## src/verilog/axi_cfg.svh

```systemverilog
`ifndef AXI_CFG_SVH
`define AXI_CFG_SVH

// transaction id width
`define AXI_ID_W        4

// byte address width
`define AXI_ADDR_W      64

// data beat width, strobes follow at one bit per byte
`define AXI_DATA_W      64
`define AXI_STRB_W      (`AXI_DATA_W / 8)

// burst length minus one
`define AXI_LEN_W       8

// beat size code
`define AXI_SIZE_W      3

// burst kind (fixed, incr, wrap)
`define AXI_BURST_W     2

// response code
`define AXI_RESP_W      2

// number of slaves behind the router
`define AXI_SLAVE_NUM   2

`endif

```

## src/verilog/axi_pkg.sv

```systemverilog
`include "axi_cfg.svh"

package axi_pkg;

    // transaction id
    typedef logic [`AXI_ID_W-1:0]    id_t;

    // byte address
    typedef logic [`AXI_ADDR_W-1:0]  addr_t;

    // one data beat and its byte strobes
    typedef logic [`AXI_DATA_W-1:0]  data_t;
    typedef logic [`AXI_STRB_W-1:0]  strb_t;

    // burst length minus one
    typedef logic [`AXI_LEN_W-1:0]   len_t;

    // beat size code, log2 of bytes per beat
    typedef logic [`AXI_SIZE_W-1:0]  size_t;

    // burst kind
    typedef logic [`AXI_BURST_W-1:0] burst_t;

    // B and R response code
    typedef logic [`AXI_RESP_W-1:0]  resp_t;

    // normal access success
    localparam resp_t RESP_OKAY = 2'b00;

endpackage

```

## src/verilog/route_pkg.sv

```systemverilog
`include "axi_cfg.svh"

package route_pkg;

    import axi_pkg::*;

    // one select bit per slave, lowest set bit wins
    typedef logic [`AXI_SLAVE_NUM-1:0] slave_sel_t;

    // response returned by the default sink when nothing is selected
    localparam id_t   DEFAULT_ID   = '0;
    localparam data_t DEFAULT_DATA = '0;
    localparam resp_t DEFAULT_RESP = RESP_OKAY;

endpackage

```

## src/verilog/axi_write_if.sv

```systemverilog
`timescale 1ns/1ns

interface axi_write_if;

    import axi_pkg::*;

    // write address channel
    id_t    aw_id;
    addr_t  aw_addr;
    len_t   aw_len;
    size_t  aw_size;
    burst_t aw_burst;
    logic   aw_valid;
    logic   aw_ready;

    // write data channel
    data_t  w_data;
    strb_t  w_strb;
    logic   w_last;
    logic   w_valid;
    logic   w_ready;

    // write response channel
    id_t    b_id;
    resp_t  b_resp;
    logic   b_valid;
    logic   b_ready;

    modport master (
        output aw_id, aw_addr, aw_len, aw_size, aw_burst, aw_valid,
        output w_data, w_strb, w_last, w_valid,
        output b_ready,
        input  aw_ready, w_ready, b_id, b_resp, b_valid
    );

    modport slave (
        input  aw_id, aw_addr, aw_len, aw_size, aw_burst, aw_valid,
        input  w_data, w_strb, w_last, w_valid,
        input  b_ready,
        output aw_ready, w_ready, b_id, b_resp, b_valid
    );

endinterface

```

## src/verilog/axi_read_if.sv

```systemverilog
`timescale 1ns/1ns

interface axi_read_if;

    import axi_pkg::*;

    // read address channel
    id_t    ar_id;
    addr_t  ar_addr;
    len_t   ar_len;
    size_t  ar_size;
    burst_t ar_burst;
    logic   ar_valid;
    logic   ar_ready;

    // read data channel
    id_t    r_id;
    data_t  r_data;
    resp_t  r_resp;
    logic   r_last;
    logic   r_valid;
    logic   r_ready;

    modport master (
        output ar_id, ar_addr, ar_len, ar_size, ar_burst, ar_valid,
        output r_ready,
        input  ar_ready, r_id, r_data, r_resp, r_last, r_valid
    );

    modport slave (
        input  ar_id, ar_addr, ar_len, ar_size, ar_burst, ar_valid,
        input  r_ready,
        output ar_ready, r_id, r_data, r_resp, r_last, r_valid
    );

endinterface

```

## src/verilog/axi_write_router.sv

```systemverilog
`timescale 1ns/1ns
`include "axi_cfg.svh"

module axi_write_router (
    input  logic                  clk,
    input  logic                  rst,
    input  route_pkg::slave_sel_t write_sel,
    axi_write_if.slave            mst,
    axi_write_if.master           slv [`AXI_SLAVE_NUM]
);

    import axi_pkg::*;
    import route_pkg::*;

    // one-hot grant, only the lowest set select bit survives
    slave_sel_t grant;

    // slave side responses gathered into arrays for the master mux
    logic  [`AXI_SLAVE_NUM-1:0] aw_ready_s;
    logic  [`AXI_SLAVE_NUM-1:0] w_ready_s;
    id_t   [`AXI_SLAVE_NUM-1:0] b_id_s;
    resp_t [`AXI_SLAVE_NUM-1:0] b_resp_s;
    logic  [`AXI_SLAVE_NUM-1:0] b_valid_s;

    // nothing is granted while in reset, so the default sink answers
    assign grant = rst ? '0 : (write_sel & (~write_sel + slave_sel_t'(1)));

    for (genvar k = 0; k < `AXI_SLAVE_NUM; k = k + 1) begin : g_slv
        // select bits below slave k, any of them set takes priority
        localparam slave_sel_t LOWER = slave_sel_t'((1 << k) - 1);

        // requests reach slave k only when it holds the grant
        assign slv[k].aw_id    = grant[k] ? mst.aw_id    : '0;
        assign slv[k].aw_addr  = grant[k] ? mst.aw_addr  : '0;
        assign slv[k].aw_len   = grant[k] ? mst.aw_len   : '0;
        assign slv[k].aw_size  = grant[k] ? mst.aw_size  : '0;
        assign slv[k].aw_burst = grant[k] ? mst.aw_burst : '0;
        assign slv[k].aw_valid = grant[k] & mst.aw_valid;
        assign slv[k].w_data   = grant[k] ? mst.w_data   : '0;
        assign slv[k].w_strb   = grant[k] ? mst.w_strb   : '0;
        assign slv[k].w_last   = grant[k] & mst.w_last;
        assign slv[k].w_valid  = grant[k] & mst.w_valid;
        assign slv[k].b_ready  = grant[k] & mst.b_ready;

        assign aw_ready_s[k] = slv[k].aw_ready;
        assign w_ready_s[k]  = slv[k].w_ready;
        assign b_id_s[k]     = slv[k].b_id;
        assign b_resp_s[k]   = slv[k].b_resp;
        assign b_valid_s[k]  = slv[k].b_valid;

        // a slave that lost arbitration or sits in reset never sees a request
        a_unsel_quiet : assert property (@(posedge clk)
            (rst || !write_sel[k] || ((write_sel & LOWER) != '0))
            |-> (!slv[k].aw_valid && !slv[k].w_valid));
    end

    always_comb begin
        // default sink accepts every beat and answers OKAY at once
        mst.aw_ready = 1'b1;
        mst.w_ready  = 1'b1;
        mst.b_id     = DEFAULT_ID;
        mst.b_resp   = DEFAULT_RESP;
        mst.b_valid  = 1'b1;
        for (int i = 0; i < `AXI_SLAVE_NUM; i++) begin
            if (grant[i]) begin
                mst.aw_ready = aw_ready_s[i];
                mst.w_ready  = w_ready_s[i];
                mst.b_id     = b_id_s[i];
                mst.b_resp   = b_resp_s[i];
                mst.b_valid  = b_valid_s[i];
            end
        end
    end

    // with no select the master is never stalled on AW
    a_sink_ready : assert property (@(posedge clk)
        (write_sel == '0) |-> mst.aw_ready);

endmodule

```

## src/verilog/axi_read_router.sv

```systemverilog
`timescale 1ns/1ns
`include "axi_cfg.svh"

module axi_read_router (
    input  logic                  clk,
    input  logic                  rst,
    input  route_pkg::slave_sel_t read_sel,
    axi_read_if.slave             mst,
    axi_read_if.master            slv [`AXI_SLAVE_NUM]
);

    import axi_pkg::*;
    import route_pkg::*;

    // one-hot grant of the lowest set select bit
    slave_sel_t grant;

    // per slave read responses for the master mux
    logic  [`AXI_SLAVE_NUM-1:0] ar_ready_s;
    id_t   [`AXI_SLAVE_NUM-1:0] r_id_s;
    data_t [`AXI_SLAVE_NUM-1:0] r_data_s;
    resp_t [`AXI_SLAVE_NUM-1:0] r_resp_s;
    logic  [`AXI_SLAVE_NUM-1:0] r_last_s;
    logic  [`AXI_SLAVE_NUM-1:0] r_valid_s;

    assign grant = rst ? '0 : (read_sel & (~read_sel + slave_sel_t'(1)));

    for (genvar k = 0; k < `AXI_SLAVE_NUM; k = k + 1) begin : g_slv
        localparam slave_sel_t LOWER = slave_sel_t'((1 << k) - 1);

        // AR fields and R ready pass only to the granted slave
        assign slv[k].ar_id    = grant[k] ? mst.ar_id    : '0;
        assign slv[k].ar_addr  = grant[k] ? mst.ar_addr  : '0;
        assign slv[k].ar_len   = grant[k] ? mst.ar_len   : '0;
        assign slv[k].ar_size  = grant[k] ? mst.ar_size  : '0;
        assign slv[k].ar_burst = grant[k] ? mst.ar_burst : '0;
        assign slv[k].ar_valid = grant[k] & mst.ar_valid;
        assign slv[k].r_ready  = grant[k] & mst.r_ready;

        assign ar_ready_s[k] = slv[k].ar_ready;
        assign r_id_s[k]     = slv[k].r_id;
        assign r_data_s[k]   = slv[k].r_data;
        assign r_resp_s[k]   = slv[k].r_resp;
        assign r_last_s[k]   = slv[k].r_last;
        assign r_valid_s[k]  = slv[k].r_valid;

        // no read request leaks to a slave that is not the lowest selected one
        a_unsel_quiet : assert property (@(posedge clk)
            (rst || !read_sel[k] || ((read_sel & LOWER) != '0))
            |-> !slv[k].ar_valid);
    end

    always_comb begin
        // default sink returns a single zero beat, always valid and last
        mst.ar_ready = 1'b1;
        mst.r_id     = DEFAULT_ID;
        mst.r_data   = DEFAULT_DATA;
        mst.r_resp   = DEFAULT_RESP;
        mst.r_last   = 1'b1;
        mst.r_valid  = 1'b1;
        for (int i = 0; i < `AXI_SLAVE_NUM; i++) begin
            if (grant[i]) begin
                mst.ar_ready = ar_ready_s[i];
                mst.r_id     = r_id_s[i];
                mst.r_data   = r_data_s[i];
                mst.r_resp   = r_resp_s[i];
                mst.r_last   = r_last_s[i];
                mst.r_valid  = r_valid_s[i];
            end
        end
    end

    // nothing selected means the master always has read data waiting
    a_sink_valid : assert property (@(posedge clk)
        (read_sel == '0) |-> mst.r_valid);

endmodule

```

## src/verilog/axi_bus_top.sv

```systemverilog
`timescale 1ns/1ns
`include "axi_cfg.svh"

module axi_bus_top (
    input  logic                                       clk,
    input  logic                                       rst,
    input  route_pkg::slave_sel_t                      write_sel,
    input  route_pkg::slave_sel_t                      read_sel,

    // master write path
    input  axi_pkg::id_t                               m_aw_id,
    input  axi_pkg::addr_t                             m_aw_addr,
    input  axi_pkg::len_t                              m_aw_len,
    input  axi_pkg::size_t                             m_aw_size,
    input  axi_pkg::burst_t                            m_aw_burst,
    input  logic                                       m_aw_valid,
    output logic                                       m_aw_ready,
    input  axi_pkg::data_t                             m_w_data,
    input  axi_pkg::strb_t                             m_w_strb,
    input  logic                                       m_w_last,
    input  logic                                       m_w_valid,
    output logic                                       m_w_ready,
    output axi_pkg::id_t                               m_b_id,
    output axi_pkg::resp_t                             m_b_resp,
    output logic                                       m_b_valid,
    input  logic                                       m_b_ready,

    // master read path
    input  axi_pkg::id_t                               m_ar_id,
    input  axi_pkg::addr_t                             m_ar_addr,
    input  axi_pkg::len_t                              m_ar_len,
    input  axi_pkg::size_t                             m_ar_size,
    input  axi_pkg::burst_t                            m_ar_burst,
    input  logic                                       m_ar_valid,
    output logic                                       m_ar_ready,
    output axi_pkg::id_t                               m_r_id,
    output axi_pkg::data_t                             m_r_data,
    output axi_pkg::resp_t                             m_r_resp,
    output logic                                       m_r_last,
    output logic                                       m_r_valid,
    input  logic                                       m_r_ready,

    // slave write paths, one element per slave
    output axi_pkg::id_t    [`AXI_SLAVE_NUM-1:0]       s_aw_id,
    output axi_pkg::addr_t  [`AXI_SLAVE_NUM-1:0]       s_aw_addr,
    output axi_pkg::len_t   [`AXI_SLAVE_NUM-1:0]       s_aw_len,
    output axi_pkg::size_t  [`AXI_SLAVE_NUM-1:0]       s_aw_size,
    output axi_pkg::burst_t [`AXI_SLAVE_NUM-1:0]       s_aw_burst,
    output logic            [`AXI_SLAVE_NUM-1:0]       s_aw_valid,
    input  logic            [`AXI_SLAVE_NUM-1:0]       s_aw_ready,
    output axi_pkg::data_t  [`AXI_SLAVE_NUM-1:0]       s_w_data,
    output axi_pkg::strb_t  [`AXI_SLAVE_NUM-1:0]       s_w_strb,
    output logic            [`AXI_SLAVE_NUM-1:0]       s_w_last,
    output logic            [`AXI_SLAVE_NUM-1:0]       s_w_valid,
    input  logic            [`AXI_SLAVE_NUM-1:0]       s_w_ready,
    input  axi_pkg::id_t    [`AXI_SLAVE_NUM-1:0]       s_b_id,
    input  axi_pkg::resp_t  [`AXI_SLAVE_NUM-1:0]       s_b_resp,
    input  logic            [`AXI_SLAVE_NUM-1:0]       s_b_valid,
    output logic            [`AXI_SLAVE_NUM-1:0]       s_b_ready,

    // slave read paths
    output axi_pkg::id_t    [`AXI_SLAVE_NUM-1:0]       s_ar_id,
    output axi_pkg::addr_t  [`AXI_SLAVE_NUM-1:0]       s_ar_addr,
    output axi_pkg::len_t   [`AXI_SLAVE_NUM-1:0]       s_ar_len,
    output axi_pkg::size_t  [`AXI_SLAVE_NUM-1:0]       s_ar_size,
    output axi_pkg::burst_t [`AXI_SLAVE_NUM-1:0]       s_ar_burst,
    output logic            [`AXI_SLAVE_NUM-1:0]       s_ar_valid,
    input  logic            [`AXI_SLAVE_NUM-1:0]       s_ar_ready,
    input  axi_pkg::id_t    [`AXI_SLAVE_NUM-1:0]       s_r_id,
    input  axi_pkg::data_t  [`AXI_SLAVE_NUM-1:0]       s_r_data,
    input  axi_pkg::resp_t  [`AXI_SLAVE_NUM-1:0]       s_r_resp,
    input  logic            [`AXI_SLAVE_NUM-1:0]       s_r_last,
    input  logic            [`AXI_SLAVE_NUM-1:0]       s_r_valid,
    output logic            [`AXI_SLAVE_NUM-1:0]       s_r_ready
);

    axi_write_if m_wr_bus ();
    axi_read_if  m_rd_bus ();
    axi_write_if s_wr_bus [`AXI_SLAVE_NUM] ();
    axi_read_if  s_rd_bus [`AXI_SLAVE_NUM] ();

    // master side into the bundles
    assign m_wr_bus.aw_id    = m_aw_id;
    assign m_wr_bus.aw_addr  = m_aw_addr;
    assign m_wr_bus.aw_len   = m_aw_len;
    assign m_wr_bus.aw_size  = m_aw_size;
    assign m_wr_bus.aw_burst = m_aw_burst;
    assign m_wr_bus.aw_valid = m_aw_valid;
    assign m_wr_bus.w_data   = m_w_data;
    assign m_wr_bus.w_strb   = m_w_strb;
    assign m_wr_bus.w_last   = m_w_last;
    assign m_wr_bus.w_valid  = m_w_valid;
    assign m_wr_bus.b_ready  = m_b_ready;
    assign m_aw_ready        = m_wr_bus.aw_ready;
    assign m_w_ready         = m_wr_bus.w_ready;
    assign m_b_id            = m_wr_bus.b_id;
    assign m_b_resp          = m_wr_bus.b_resp;
    assign m_b_valid         = m_wr_bus.b_valid;

    assign m_rd_bus.ar_id    = m_ar_id;
    assign m_rd_bus.ar_addr  = m_ar_addr;
    assign m_rd_bus.ar_len   = m_ar_len;
    assign m_rd_bus.ar_size  = m_ar_size;
    assign m_rd_bus.ar_burst = m_ar_burst;
    assign m_rd_bus.ar_valid = m_ar_valid;
    assign m_rd_bus.r_ready  = m_r_ready;
    assign m_ar_ready        = m_rd_bus.ar_ready;
    assign m_r_id            = m_rd_bus.r_id;
    assign m_r_data          = m_rd_bus.r_data;
    assign m_r_resp          = m_rd_bus.r_resp;
    assign m_r_last          = m_rd_bus.r_last;
    assign m_r_valid         = m_rd_bus.r_valid;

    // unpack each slave bundle onto its slice of the flat ports
    for (genvar k = 0; k < `AXI_SLAVE_NUM; k = k + 1) begin : g_port
        assign s_aw_id[k]           = s_wr_bus[k].aw_id;
        assign s_aw_addr[k]         = s_wr_bus[k].aw_addr;
        assign s_aw_len[k]          = s_wr_bus[k].aw_len;
        assign s_aw_size[k]         = s_wr_bus[k].aw_size;
        assign s_aw_burst[k]        = s_wr_bus[k].aw_burst;
        assign s_aw_valid[k]        = s_wr_bus[k].aw_valid;
        assign s_w_data[k]          = s_wr_bus[k].w_data;
        assign s_w_strb[k]          = s_wr_bus[k].w_strb;
        assign s_w_last[k]          = s_wr_bus[k].w_last;
        assign s_w_valid[k]         = s_wr_bus[k].w_valid;
        assign s_b_ready[k]         = s_wr_bus[k].b_ready;
        assign s_wr_bus[k].aw_ready = s_aw_ready[k];
        assign s_wr_bus[k].w_ready  = s_w_ready[k];
        assign s_wr_bus[k].b_id     = s_b_id[k];
        assign s_wr_bus[k].b_resp   = s_b_resp[k];
        assign s_wr_bus[k].b_valid  = s_b_valid[k];

        assign s_ar_id[k]           = s_rd_bus[k].ar_id;
        assign s_ar_addr[k]         = s_rd_bus[k].ar_addr;
        assign s_ar_len[k]          = s_rd_bus[k].ar_len;
        assign s_ar_size[k]         = s_rd_bus[k].ar_size;
        assign s_ar_burst[k]        = s_rd_bus[k].ar_burst;
        assign s_ar_valid[k]        = s_rd_bus[k].ar_valid;
        assign s_r_ready[k]         = s_rd_bus[k].r_ready;
        assign s_rd_bus[k].ar_ready = s_ar_ready[k];
        assign s_rd_bus[k].r_id     = s_r_id[k];
        assign s_rd_bus[k].r_data   = s_r_data[k];
        assign s_rd_bus[k].r_resp   = s_r_resp[k];
        assign s_rd_bus[k].r_last   = s_r_last[k];
        assign s_rd_bus[k].r_valid  = s_r_valid[k];
    end

    // write and read paths route independently
    axi_write_router u_write_router (
        .clk       (clk),
        .rst       (rst),
        .write_sel (write_sel),
        .mst       (m_wr_bus),
        .slv       (s_wr_bus)
    );

    axi_read_router u_read_router (
        .clk      (clk),
        .rst      (rst),
        .read_sel (read_sel),
        .mst      (m_rd_bus),
        .slv      (s_rd_bus)
    );

endmodule

```

## config.mk

```make
export PLATFORM = sky130hd
export DESIGN_NAME = axi_bus_top
export DESIGN_NICKNAME = d
export VERILOG_FILES = /design/src/verilog/axi_pkg.sv /design/src/verilog/route_pkg.sv /design/src/verilog/axi_write_if.sv /design/src/verilog/axi_read_if.sv /design/src/verilog/axi_write_router.sv /design/src/verilog/axi_read_router.sv /design/src/verilog/axi_bus_top.sv
export VERILOG_INCLUDE_DIRS = /design/src /design/src/verilog
export SDC_FILE = /design/constraint.sdc
export NUM_CORES = 1
export LEC_CHECK = 0
export BUFFER_PORTS_ARGS = -buffer_cell sky130_fd_sc_hd__buf_2
export CORE_AREA = 2 2 380 382
export DETAILED_ROUTE_END_ITERATION = 8
export DIE_AREA = 0 0 382 384
export SETUP_SLACK_MARGIN = 0.5
export SYNTH_ARGS = -nofsm -noshare
export SYNTH_HDL_FRONTEND = slang
export SYNTH_HIERARCHICAL = 1
export SYNTH_SLANG_ARGS = --single-unit
export TNS_END_PERCENT = 30
```

## constraint.sdc

```tcl
create_clock -name vclk -period 1.5
set_input_delay 0.15 -clock vclk [all_inputs]
set_output_delay 0.15 -clock vclk [all_outputs]
set_load 0.005 [all_outputs]
```

==> flow_summary.ini <==
[global_route]
grt_overflow = 0
grt_max_degree = 46
grt_use_total_pct = 10.5
grt_pass1_vias = 8561
grt_antenna_before_repair = 138
grt_pass1_wl_mm = 98.8

[layout]
final_cell_mix = buf_2, and2_1, buf_6
syn_to_final_growth_pct = 203
fillers = 16689
seq_cell_count = 0
n_clock_buffer = 0
fin_nets = 2055
fin_cells = 3586
seqCellArea_sq_um = 0
final_common_cell = buf_2
drive_gt1_share_pct = 74.4
stdcell_area_sq_mm = 0.0138

[floorplanning]
ioPinCount = 972
die_w_um = 382
core-area_sq_mm = 0.143
dieHeight_um = 384
start_util_pct = 3.20
dieArea_sq_mm = 0.147
rows = 139

[worst_hold_path]
hold_depth = 3
holdPathEnd = s_aw_addr[81]
min_path_type = primary input to output port
hold_start = m_aw_addr[17]

[detailed_routing]
wl_per_cell_um = 23.6
dr.pass1.iters = 5
vias_per_cell = 2.78
drc = 0
vias = 9986
wirelength_mm = 84.6
drt_iter0_drc = 563
ant_nets = 0

[critical_path]
worst_ep_arrival_time_ps = 1310
cp.required_ps = 1350
path_max_fanout = 13
criticalPathCategory = primary input to output port
cp-start-kind = primary input
end_kind = output port

[timing]
finalCritPeriodShare_pct = 97.6
hold_violations = 0
rsz0062_at_grt = yes
whs_ps = 576
tightest_slew_ps = 386
maxSlewViolCount = 0
setup_ws_ps = 36.2
finalSetupViolations = 0
period_minus_slack_ps = 1460
max-slew-margin-rel_pct = 74.2
clock.fmax_mhz = 683

[synth]
synth_top_cell_by_area = and2_1
synthTopCellsByArea = and2_1, a32o_1, and2_2
syn_inst = 678
synth_top_area_share_pct = 42.1
ys_warn_count = 6
ys_seq_area_share_pct = 0
post_synth.cell_area_avg_sq_um = 6.73
synthesis.nets = 1088
synth_area_sq_mm = 0.00456
yosysUniqueCellTypes = 16

[place]
dp.cells = 3503
place_ws_ps = -368
dp_hpwl_mm = 76.8
globalplace.congestion = 1.07
placed_area_sq_mm = 0.0120
portBuffers = 971

[run_status]
status = completed

[power]
power_leakage_uw = 0.00754
ir_worst_vdd_uv = 145
powerDensity_mw_per_mm2 = 223

[flow_run]
maxCapViolations = 0
[worst max-delay path, stage by stage]
cell     delay, ps
buf_12         130
nor3b_4        230
buf_12         160
buf_12         130
buf_12         120
buf_16         130
and2_2         140
buf_2          110
[worst max path at each step]
stage | cells after the start | startpoint | end
2_1_floorplan | 5 | write_sel[1] | s_aw_addr[107]
3_3_place_gp | 5 | rst | m_b_resp[0]
3_5_place_dp | 5 | rst | m_b_resp[0]
4_1_cts | 8 | rst | s_aw_addr[82]
5_1_grt | 8 | rst | s_aw_addr[100]
6_report | 8 | rst | s_aw_addr[100]
[synth_stat cells]
cell      count
a32oi_1       6
clkbuf_2     39
nor3b_4       1
and3_1       83
buf_4        21
buf_6         3
nor2b_2       2
nor2_2        1
nor2_1        1
clkbuf_1     18
buf_1         1
inv_1        12
and2_1      307
and2_2       90
buf_2        17
a32o_1       76
[timing repair]
action / 4_1_cts / 5_1_grt
pin swaps: 22 / 20
gates resized for setup: 159 / 93
setup buffers: 15 / 6
cloned: 10 / 12
hold buffers: 0 / 0
endpoints found under the setup margin: 562 / 562
[layer usage]
layer	up-vias	wire [um]	GRT usage [%]
li1	4262	-	-
met1	4574	29000	11.2
met2	810	41000	18.4
met3	250	11500	5.52
met5	-	598	0
met4	90	2540	1.66
[stage by stage]
step	total power, uW	util (%)	setup TNS, ps
floorplan	819	-	0
global placement	2600	8.39	-5210
detailed placement	2640	8.39	-10070
CTS	2970	9.06	-75.0
global route	3320	9.63	-863
finish	3070	9.67	0
[layout make-up]
type	count	area, sq um	share of cell area, %
Timing Repair Buffer	1064	7050	51.1
Multi-Input combinational cell	567	4230	30.6
Tap cell	1903	2380	17.2
Antenna cell	40	100	0.725
Inverter	12	45.0	0.326
[cells by family (layout without fill, tap and decap cells)]
kind of cell,after synthesis,in the layout,synth area share (%)
AO/OA/AOI/OAI,82,82,17.8
other,0,40,0
buffers and inverters,111,1076,12.9
AND/OR/NAND/NOR,485,485,69.3
[power breakdown]
| group | internal (uW) | switching (uW) |
|---|---|---|
| clock network | 0.00347 | 0 |
| registers | 0 | 0 |
| logic | 1600 | 1480 |
| total | 1600 | 1480 |
Note: power is estimated with default switching activity, not from simulation.
